### config.mk
export PLATFORM = sky130hd
export DESIGN_NAME = conv_top
export DESIGN_NICKNAME = d
export VERILOG_FILES = /design/src/conv_pkg.sv /design/src/pe_if.sv /design/src/conv_top.sv /design/src/conv_pe.sv /design/src/line_buffer.sv /design/src/conv_ctrl.sv
export VERILOG_INCLUDE_DIRS = /design/src /design/src/src
export SDC_FILE = /design/constraint.sdc
export NUM_CORES = 2
export LEC_CHECK = 0
export BUFFER_PORTS_ARGS = -buffer_cell sky130_fd_sc_hd__buf_4
export CAP_MARGIN = 20
export CORE_ASPECT_RATIO = 0.7
export CORE_UTILIZATION = 65
export CTS_CLUSTER_SIZE = 28
export DETAILED_ROUTE_END_ITERATION = 7
export MAX_ROUTING_LAYER = met4
export PLACE_DENSITY = 0.86
export SETUP_SLACK_MARGIN = 0.05
export SLEW_MARGIN = 30
export SYNTH_ARGS = -nofsm -noshare
export SYNTH_HDL_FRONTEND = slang
export SYNTH_SLANG_ARGS = --single-unit
### constraint.sdc
create_clock -name clk -period 8.2 [get_ports clk]
set_clock_uncertainty 0.1 [all_clocks]
set_input_delay 0.82 -clock clk [delete_from_list [all_inputs] [get_ports clk]]
set_output_delay 0.82 -clock clk [all_outputs]
set_load 0.01 [all_outputs]
### src/conv_cfg.svh
`ifndef CONV_CFG_SVH
`define CONV_CFG_SVH

// Pixel, weight and result width
`define CONV_WIDTH 8

// Fixed-point fraction, Q4.4 by default
`define CONV_FRAC_BITS 4

// Kernel side, odd only so the window has a centre
`define CONV_KERNEL_SIZE 3

`define CONV_PIC_SIZE 8   // Square image side

`endif
### src/conv_pkg.sv
`include "conv_cfg.svh"

package conv_pkg;

    typedef logic signed [`CONV_WIDTH-1:0] pix_t;      // Pixel, weight or result

    // Row-major K*K window, also used for the kernel bank
    typedef pix_t [`CONV_KERNEL_SIZE*`CONV_KERNEL_SIZE-1:0] window_t;

    typedef logic [$clog2(`CONV_PIC_SIZE*`CONV_PIC_SIZE)-1:0] addr_t;  // Row*P + col
    typedef logic [$clog2(`CONV_PIC_SIZE)-1:0] col_t;                  // Image column

    typedef enum logic [2:0] {
        IDLE,       // Waiting for conv_start
        LOAD_W,     // Kernel weights streaming in
        LOAD_ROW,   // Shift, then fill bottom row (or zero row)
        SCAN,       // One window per cycle across the row
        DRAIN       // PE pipeline emptying
    } ctrl_state_t;

endpackage

### src/pe_if.sv
`timescale 1ns/1ns

interface pe_if;
    import conv_pkg::*;

    logic    win_valid;   // Window presented this cycle, never stalled
    addr_t   win_addr;    // Result address of this window
    logic    win_last;    // Last window of the image
    window_t window;      // Row-major pixels under the kernel

    // Control side tags the window
    modport ctrl (output win_valid, win_addr, win_last);

    // Line buffer supplies the pixels
    modport lbuf (output window);

    // PE consumes everything
    modport pe (input win_valid, win_addr, win_last, window);

endinterface

### src/conv_top.sv
`timescale 1ns/1ns

module conv_top (
    input  logic            clk,
    input  logic            rst_n,
    input  logic            conv_start,         // Ignored while busy
    input  conv_pkg::pix_t  weight,
    input  logic            weight_valid,
    output logic            need_weight,
    input  conv_pkg::pix_t  pic,
    input  logic            pic_valid,
    output logic            need_pic,
    output conv_pkg::pix_t  conv_result,
    output conv_pkg::addr_t conv_result_addr,
    output logic            conv_result_valid,
    output logic            conv_finish         // One cycle, with the last result
);
    import conv_pkg::*;

    logic load_weights;    // Ctrl to PE
    logic weights_done;
    logic clear;           // Ctrl to line buffer
    logic shift_row;
    logic load_row;
    logic row_done;
    col_t scan_col;

    pe_if pif ();          // Window plus tags into the PE

    conv_ctrl u_ctrl (
        .clk          (clk),
        .rst_n        (rst_n),
        .conv_start   (conv_start),
        .load_weights (load_weights),
        .weights_done (weights_done),
        .clear        (clear),
        .shift_row    (shift_row),
        .load_row     (load_row),
        .row_done     (row_done),
        .scan_col     (scan_col),
        .pe           (pif)
    );

    line_buffer u_lbuf (
        .clk       (clk),
        .rst_n     (rst_n),
        .clear     (clear),
        .shift_row (shift_row),
        .load_row  (load_row),
        .pic       (pic),
        .pic_valid (pic_valid),
        .need_pic  (need_pic),
        .row_done  (row_done),
        .scan_col  (scan_col),
        .win       (pif)
    );

    conv_pe u_pe (
        .clk               (clk),
        .rst_n             (rst_n),
        .load_weights      (load_weights),
        .weight            (weight),
        .weight_valid      (weight_valid),
        .need_weight       (need_weight),
        .weights_done      (weights_done),
        .win               (pif),
        .conv_result       (conv_result),
        .conv_result_addr  (conv_result_addr),
        .conv_result_valid (conv_result_valid),
        .conv_finish       (conv_finish)
    );

endmodule

### src/conv_pe.sv
`timescale 1ns/1ns
`include "conv_cfg.svh"

module conv_pe (
    input  logic            clk,
    input  logic            rst_n,
    input  logic            load_weights,       // Restart kernel fill
    input  conv_pkg::pix_t  weight,
    input  logic            weight_valid,
    output logic            need_weight,
    output logic            weights_done,       // With the last accepted weight
    pe_if.pe                win,
    output conv_pkg::pix_t  conv_result,
    output conv_pkg::addr_t conv_result_addr,
    output logic            conv_result_valid,
    output logic            conv_finish
);
    import conv_pkg::*;

    localparam int W      = `CONV_WIDTH;
    localparam int FRAC   = `CONV_FRAC_BITS;
    localparam int KSQ    = `CONV_KERNEL_SIZE * `CONV_KERNEL_SIZE;
    localparam int CNT_W  = $clog2(KSQ + 1);
    localparam int PROD_W = 2 * W;                      // Full product precision
    localparam int SUM_W  = PROD_W + $clog2(KSQ + 1);   // Headroom for KSQ terms
    localparam logic [CNT_W-1:0]        W_LAST  = CNT_W'(KSQ - 1);
    localparam logic signed [SUM_W-1:0] SAT_MAX = SUM_W'((1 << (W - 1)) - 1);
    localparam logic signed [SUM_W-1:0] SAT_MIN = -SAT_MAX - 1;

    window_t                    kernel;              // Kernel register bank
    logic [CNT_W-1:0]           w_cnt;
    logic                       w_accept;
    logic signed [PROD_W-1:0]   prod [KSQ];          // Stage one products
    logic                       v1, l1;
    addr_t                      a1;
    logic signed [SUM_W-1:0]    sum, shifted;
    pix_t                       sat;

    assign w_accept     = need_weight && weight_valid;
    assign weights_done = w_accept && (w_cnt == W_LAST);

    always_ff @(posedge clk or negedge rst_n) begin
        if (!rst_n) begin
            need_weight <= 1'b0;
            w_cnt       <= '0;
        end else if (load_weights) begin
            need_weight <= 1'b1;
            w_cnt       <= '0;
        end else if (w_accept) begin
            need_weight <= (w_cnt != W_LAST);     // Drop after the last one
            w_cnt       <= (w_cnt == W_LAST) ? '0 : w_cnt + 1'b1;
        end
    end

    always_ff @(posedge clk) begin
        if (w_accept) kernel[w_cnt] <= weight;   // Row-major fill
    end

    // Stage one, products plus tags
    always_ff @(posedge clk) begin
        a1 <= win.win_addr;
        for (int i = 0; i < KSQ; i++) begin
            prod[i] <= $signed(win.window[i]) * $signed(kernel[i]);
        end
    end

    always_ff @(posedge clk or negedge rst_n) begin
        if (!rst_n) begin
            v1 <= 1'b0;
            l1 <= 1'b0;
        end else begin
            v1 <= win.win_valid;
            l1 <= win.win_valid && win.win_last;
        end
    end

    // Sum, floor shift, clamp
    always_comb begin
        sum = '0;
        for (int i = 0; i < KSQ; i++) begin
            sum = sum + SUM_W'(prod[i]);          // Sign-extended add
        end
        shifted = sum >>> FRAC;
        if (shifted > SAT_MAX)      sat = pix_t'(SAT_MAX);
        else if (shifted < SAT_MIN) sat = pix_t'(SAT_MIN);
        else                        sat = pix_t'(shifted);
    end

    // Stage two, output registers
    always_ff @(posedge clk or negedge rst_n) begin
        if (!rst_n) begin
            conv_result       <= '0;
            conv_result_addr  <= '0;
            conv_result_valid <= 1'b0;
            conv_finish       <= 1'b0;
        end else begin
            conv_result       <= sat;
            conv_result_addr  <= a1;
            conv_result_valid <= v1;
            conv_finish       <= v1 && l1;   // Same cycle as last valid
        end
    end

endmodule

### src/line_buffer.sv
`timescale 1ns/1ns
`include "conv_cfg.svh"

module line_buffer (
    input  logic           clk,
    input  logic           rst_n,
    input  logic           clear,       // Zero every row
    input  logic           shift_row,   // Move rows up one
    input  logic           load_row,    // Fill window for the bottom row
    input  conv_pkg::pix_t pic,
    input  logic           pic_valid,
    output logic           need_pic,
    output logic           row_done,    // Pulses with the last pixel of a row
    input  conv_pkg::col_t scan_col,
    pe_if.lbuf             win
);
    import conv_pkg::*;

    localparam int   K        = `CONV_KERNEL_SIZE;
    localparam int   P        = `CONV_PIC_SIZE;
    localparam int   PAD      = K / 2;
    localparam int   ROW_LEN  = P + 2 * PAD;     // Image columns plus pad on both sides
    localparam col_t LAST_COL = col_t'(P - 1);

    pix_t rows [K][ROW_LEN];   // Row 0 is the top of the window
    col_t wr_col;              // Next image column in the bottom row
    logic accept;

    assign need_pic = load_row;
    assign accept   = load_row && pic_valid;
    assign row_done = accept && (wr_col == LAST_COL);

    always_ff @(posedge clk or negedge rst_n) begin
        if (!rst_n) begin
            wr_col <= '0;
        end else if (clear) begin
            wr_col <= '0;
        end else if (accept) begin
            wr_col <= (wr_col == LAST_COL) ? '0 : wr_col + 1'b1;
        end
    end

    // Pad columns are only ever written with zeros
    always_ff @(posedge clk) begin
        if (clear) begin
            for (int i = 0; i < K; i++) begin
                for (int j = 0; j < ROW_LEN; j++) begin
                    rows[i][j] <= '0;
                end
            end
        end else if (shift_row) begin
            for (int i = 0; i < K - 1; i++) begin
                rows[i] <= rows[i + 1];
            end
            for (int j = 0; j < ROW_LEN; j++) begin
                rows[K - 1][j] <= '0;                 // Fresh row starts empty
            end
        end else if (accept) begin
            rows[K - 1][int'(wr_col) + PAD] <= pic;   // Skip left pad
        end
    end

    // Window taken straight from the store, left edge at scan_col
    always_comb begin
        for (int i = 0; i < K; i++) begin
            for (int j = 0; j < K; j++) begin
                win.window[i * K + j] = rows[i][int'(scan_col) + j];
            end
        end
    end

endmodule

### src/conv_ctrl.sv
`timescale 1ns/1ns
`include "conv_cfg.svh"

module conv_ctrl (
    input  logic           clk,
    input  logic           rst_n,
    input  logic           conv_start,    // Honoured in IDLE only
    output logic           load_weights,  // Arms the PE kernel bank
    input  logic           weights_done,  // Last weight taken
    output logic           clear,         // Zero the whole line buffer
    output logic           shift_row,     // Rows move up, bottom zeroed
    output logic           load_row,      // Buffer may take pixels
    input  logic           row_done,      // Bottom row full
    output conv_pkg::col_t scan_col,      // Left edge of window
    pe_if.ctrl             pe
);
    import conv_pkg::*;

    localparam int    K         = `CONV_KERNEL_SIZE;
    localparam int    P         = `CONV_PIC_SIZE;
    localparam int    PAD       = K / 2;
    localparam int    ROW_W     = $clog2(P + PAD + 1);  // Counts past image for zero rows
    localparam addr_t LAST_ADDR = addr_t'(P * P - 1);
    localparam col_t  LAST_COL  = col_t'(P - 1);

    ctrl_state_t      state, state_n;
    col_t             col, col_n;              // Scan column
    addr_t            addr, addr_n;            // Address of current window
    logic [ROW_W-1:0] next_img, next_img_n;    // Image row that goes in next
    logic             shifted, shifted_n;      // Shift already done in this LOAD_ROW
    logic             drain_cnt, drain_cnt_n;

    always_ff @(posedge clk or negedge rst_n) begin
        if (!rst_n) begin
            state     <= IDLE;
            col       <= '0;
            addr      <= '0;
            next_img  <= '0;
            shifted   <= 1'b0;
            drain_cnt <= 1'b0;
        end else begin
            state     <= state_n;
            col       <= col_n;
            addr      <= addr_n;
            next_img  <= next_img_n;
            shifted   <= shifted_n;
            drain_cnt <= drain_cnt_n;
        end
    end

    always_comb begin
        state_n      = state;
        col_n        = col;
        addr_n       = addr;
        next_img_n   = next_img;
        shifted_n    = shifted;
        drain_cnt_n  = drain_cnt;
        clear        = 1'b0;
        load_weights = 1'b0;
        shift_row    = 1'b0;
        load_row     = 1'b0;
        pe.win_valid = 1'b0;
        case (state)
            IDLE: begin
                if (conv_start) begin
                    clear        = 1'b1;
                    load_weights = 1'b1;
                    col_n        = '0;
                    addr_n       = '0;
                    next_img_n   = '0;
                    shifted_n    = 1'b0;
                    state_n      = LOAD_W;
                end
            end
            LOAD_W: begin
                if (weights_done) state_n = LOAD_ROW;
            end
            LOAD_ROW: begin
                if (!shifted) begin
                    shift_row = 1'b1;                       // Every row entry starts with a shift
                    if (next_img >= ROW_W'(P)) begin
                        next_img_n = next_img + 1'b1;       // Row below image stays zero
                        state_n    = SCAN;
                    end else begin
                        shifted_n = 1'b1;
                    end
                end else begin
                    load_row = 1'b1;
                    if (row_done) begin
                        shifted_n  = 1'b0;
                        next_img_n = next_img + 1'b1;
                        // Prefill needs rows 0..PAD before the first scan
                        if (next_img >= ROW_W'(PAD)) state_n = SCAN;
                    end
                end
            end
            SCAN: begin
                pe.win_valid = 1'b1;
                addr_n       = addr + 1'b1;
                if (col == LAST_COL) begin
                    col_n = '0;
                    if (addr == LAST_ADDR) begin
                        drain_cnt_n = 1'b0;
                        state_n     = DRAIN;
                    end else begin
                        state_n = LOAD_ROW;
                    end
                end else begin
                    col_n = col + 1'b1;
                end
            end
            DRAIN: begin
                drain_cnt_n = 1'b1;                         // Two cycles covers PE latency
                if (drain_cnt) state_n = IDLE;
            end
            default: state_n = IDLE;
        endcase
    end

    assign scan_col    = col;
    assign pe.win_addr = addr;
    assign pe.win_last = (state == SCAN) && (addr == LAST_ADDR);

endmodule

Word-level counts from Yosys, hierarchy flattened
Memories as Yosys holds them, arrays and structs flattened.
Index checks and enable logic that the tools add are counted.
{ "totals": {"register_bits": 122, "latch_bits": 0, "ramBits": 384, "romBits": 0, "input_bits": 21, "out_inout_bits": 18, "elab_cells": 374, "mem_count": 2} }
{ "mem_list": {"columns": ["name", "words", "width", "read_ports", "rd_ports_with_merged_regs", "write_ports", "line", "source"], "rows": [
  ["u_lbuf.rows", 3, 80, 3, 0, 3, "line_buffer.sv:25", "pix_t rows [K][ROW_LEN];"],
  ["u_pe.prod", 9, 16, 9, 0, 9, "conv_pe.sv:33", "logic signed [PROD_W-1:0] prod [KSQ];"]
]} }
{ "classes": {"n_addsub": 16, "mul": 9, "div_mod_pow": 0, "magnitude_cmp": 11, "n_eq_ne": 17, "shift": 0, "muxes": 178, "n_bitwise": 96, "reduce_logical": 20} }
{ "op_table": {"columns": ["op", "count"], "rows": [
  ["$bmux 8 s4", 9],
  ["$mux 8", 32],
  ["$mux 80", 3],
  ["$mul 8x8->16", 9],
  ["$ge 32x5->1 const B", 4],
  ["$add 20x16->20", 6],
  ["$mux 1", 103],
  ["$not 32->32", 3],
  ["$or 1x1->1", 92],
  ["$bwmux 72", 1],
  ["$demux 8 s4", 2],
  ["$mux 3", 14],
  ["$lt 32x1->1 const B", 1],
  ["$not 3->32", 1],
  ["$mux 4", 7],
  ["$add 17x16->18", 1],
  ["$add 16x16->17", 1],
  ["$gt 16x8->1 const B", 1],
  ["$lt 16x8->1 const B", 1],
  ["$pmux 3 s5", 1],
  ["$pmux 6 s2", 1],
  ["$reduce_bool 2->1", 5],
  ["$eq 3x3->1 const B", 3],
  ["$logic_and 1x1->1", 9],
  ["other kinds (26)", 37]
]} }

Depth between registers and ports, before layout
An unclocked memory read counts as a cell.
{ "logic_depth": {"ltp_word": 12, "mapped_depth": 27, "mapped_depth_nobuf": 25} }

Cells and area by module
Synthesis repeated with hierarchy kept, for this count alone.
{ "hier_totals": {"cells_unflattened": 4158, "hier_area_um2": 46634.7} }
{ "by_module_without_submodules": {"columns": ["mod", "n_inst", "cells_each", "area_per_inst_um2", "seq_area_each_um2"], "rows": [
  ["conv_pe", 1, 3128, 31586.5, 5740.5],
  ["line_buffer", 1, 916, 14015.9, 7282.0],
  ["conv_ctrl", 1, 114, 1032.2, 450.4]
]} }

Worst setup path before layout
Ideal clock, no wire load.
{ "synth_path": {"kind": "register to register", "from": "register u_ctrl.col[2] (netlist: u_ctrl.scan_col[2])", "to": "memory u_pe.prod[0][142] in the netlist's numbering", "setup_ps": 62, "arrival_ps": 6261, "t_required_ps": 8038, "path_slack_ps": 1777, "path_stages_with_launch": 24, "path_buffers": 3, "synth_period_minus_slack_ps": 6423, "cell_sequence": "dfrtp_1 > ha_1 > buf_2 > clkbuf_1 > clkbuf_1 > mux4_2 > a22o_1 > and2_1 > fa_1 > inv_1 > fa_1 > fa_1 > fa_1 > inv_1 > ha_1 > nor2b_1 > o21ai_0 > a21boi_0 > o21ai_0 > a21boi_0 > o21ai_0 > a21boi_0 > or4_1 > nand3_1"} }
{ "synth_lines": {"columns": ["item", "line", "source"], "rows": [
  ["start, declared", "conv_ctrl.sv:27", "col_t col, col_n;"],
  ["start signal, assigned", "conv_ctrl.sv:43", "col <= col_n;"],
  ["end, declared", "conv_pe.sv:33", null]
]} }

==> flow_summary.json <==
{
  "firstDrtPassIters": 6,
  "initial_core_util_pct": 66.3,
  "synth_fp_nets": 5206,
  "hold_class": "in -> async",
  "most-common-layout-cells": "inv_1 (856), fa_1 (594), edfxtp_1 (312)",
  "status": "completed",
  "routabilityCongestion": 0.969,
  "area_growth_pct": 7.15,
  "vias": 31600,
  "cp_max_fo": 24,
  "via_per_inst": 5.95,
  "drive_gt1_share_pct": 8.22,
  "antenna_left": 0,
  "nNetsFinal": 5240,
  "start_kind": "register",
  "core-area_um2": 70400,
  "cts_inserted_buffers": 51,
  "yosysUniqueCellTypes": 69,
  "ioPinCount": 39,
  "drv_slew": 0,
  "rsz0062_at_grt": "no",
  "root_buffer": "clkbuf_16",
  "overflow": 0,
  "yosys_warnings": 0,
  "drc": 0,
  "cts_hold_buf": 0,
  "cts_setup_buffers": 0,
  "dieArea_um2": 73000,
  "clk_pin_slew_ps": 70,
  "ys_seq_elements": 506,
  "maxCapViolations": 0,
  "antenna_found_initial": 7,
  "chipHeight_um": 226,
  "grt.total_usage_pct": 35.2,
  "finalCritPeriodShare_pct": 92.0,
  "worstSetupEndpointType": "register",
  "setup_violations": 0,
  "crit_arrival_ps": 8040,
  "stdcell_count": 5320,
  "setup_tns_ps": 0,
  "numPortBuffers": 38,
  "drt_iter0_drc": 3506,
  "hpwlAfterDp_um": 92300,
  "clkLatencyLatePin_ps": 660,
  "synthFlopType": "edfxtp_1",
  "reg2regPathDepth": 24,
  "final_common_cell": "inv_1",
  "crit_type": "reg -> reg",
  "dpl.cell_count": 5213,
  "wl_per_cell_um": 22.4,
  "hold_viol": 0,
  "synth_edf_count": 312,
  "h-tree-depth": 2,
  "clockBufferDepth": 3,
  "rows": 81,
  "yosysSeqAreaShare_pct": 28.8,
  "die_w_um": 322,
  "required_ps": 8690,
  "totalWireLength_um": 119000,
  "slew_headroom_pct": 34.1,
  "netlist_instances": 4278,
  "synth-async-reset-ratio_pct": 8.70,
  "grt_max_degree": 148,
  "fin_crit_ps": 7550,
  "grt_pass1_vias": 32800,
  "cts_resized": 0,
  "synth.avg_cell_area_um2": 10.9,
  "netlist_area_um2": 46700,
  "cts_sinks": 506,
  "cts_tree": "done",
  "grt_pass1_wl_um": 187000,
  "fmax_mhz": 132,
  "worstMarginPinSlew_ps": 988
}
==> routing by layer <==
layer | vias up | GRT usage (%) | wire length [um]
li1 | 13900 | - | -
met1 | 15700 | 47.1 | 47300
met2 | 1824 | 50.6 | 51000
met3 | 283 | 11.4 | 16500
met4 | 0 | 12.5 | 4600
met5 | - | - | 0
==> sequential cells by signal (all words and copies together), names as in the netlist, 3 cells and up <==
name	cells
u_pe.prod	144
u_lbuf.rows	240
u_pe.kernel	72
u_ctrl.state	3
u_pe.conv_result_addr	6
u_lbuf.wr_col	3
u_pe.w_cnt	4
u_pe.conv_result	8
u_ctrl.next_img	4
u_ctrl.scan_col	3
u_ctrl.pe.win_addr	6
u_pe.a1	6
==> cells in the mapped netlist (all sizes together), types with 25 or more instances <==
| cell | count | area (um2) |
|---|---|---|
| clkbuf | 73 | 274 |
| xnor2 | 124 | 1090 |
| and3 | 86 | 538 |
| o21ai | 86 | 430 |
| dfxtp | 150 | 3000 |
| mux2i | 98 | 981 |
| nand2 | 251 | 942 |
| fa | 594 | 11900 |
| nand2b | 72 | 450 |
| a22o | 27 | 236 |
| nor2b | 195 | 1220 |
| or2 | 36 | 228 |
| edfxtp | 312 | 9370 |
| inv | 857 | 3220 |
| nor2 | 143 | 537 |
| a21o | 28 | 210 |
| o22ai | 29 | 181 |
| mux4 | 120 | 2700 |
| buf | 35 | 160 |
| a21oi | 69 | 345 |
| o221ai | 25 | 225 |
| a21boi | 30 | 225 |
| dfrtp | 44 | 1100 |
| ha | 313 | 3920 |
| and2 | 302 | 1890 |
==> metrics by stage <==
| step | setup slack [ps] | hold slack [ps] | cell area, um2 | utilization (%) |
|---|---|---|---|---|
| after floorplan | 1780 | 216 | 46700 | - |
| after global placement | 1070 | 219 | 48200 | 68.5 |
| after detailed placement | 992 | 226 | 48200 | 68.5 |
| after CTS | 822 | 122 | 50000 | 71.0 |
| after global routing | 277 | 174 | 50100 | 71.1 |
| final | 652 | 125 | 50100 | 71.1 |
==> worst paths after layout <==
path                       slack (ps)          startpoint                        to
min reg2reg                       220          u_pe.a1[2]  u_pe.conv_result_addr[2]
max reg2reg                       650  u_ctrl.scan_col[2]          u_pe.prod[0][78]
max in group asynchronous        7330               rst_n        u_ctrl.scan_col[0]
min                               130               rst_n     u_ctrl.pe.win_addr[3]
min in group clk                  220          u_pe.a1[2]  u_pe.conv_result_addr[2]
max                               650  u_ctrl.scan_col[2]          u_pe.prod[0][78]
==> cell type report <==
type                            instances  area (um2)
Multi-Input combinational cell       2806       29600
Fill cell                            4729       20400
Sequential cell                       506       13500
Inverter                              858        3230
Clock buffer                           69        1470
Tap cell                              954        1190
Timing Repair Buffer                   89         697
Clock inverter                         25         330
Antenna cell                           13        32.5
==> cell families after synthesis <==
kind of cell    share of synthesized area (%)
simple gates                             13.4
buf+inv                                  7.82
fa+ha+maj                                33.8
flops                                    28.8
compound gates                           5.38
mux                                      7.98
xor+xnor                                 2.77
==> worst max-delay path, stage by stage (launching register included) <==
cell and delay (ps):
dfrtp_2 690, ha_2 790, buf_4 420, mux2i_1 230, nor2_1 60, a21oi_1 170
o221ai_1 190, o21a_1 320, and2_1 230, ha_1 300, inv_1 60, fa_1 480
fa_1 500, fa_1 490, inv_1 50, ha_1 310, nor2b_1 140, o21ai_0 280
a21boi_0 190, o21ai_0 280, a21boi_0 220, o21ai_0 260, a21boi_0 190, or4_1 420
nand3_1 100
Power is left out: the tool's default activity adds up to more than one toggle a clock period on the data nets, which glitch-free logic cannot reach.
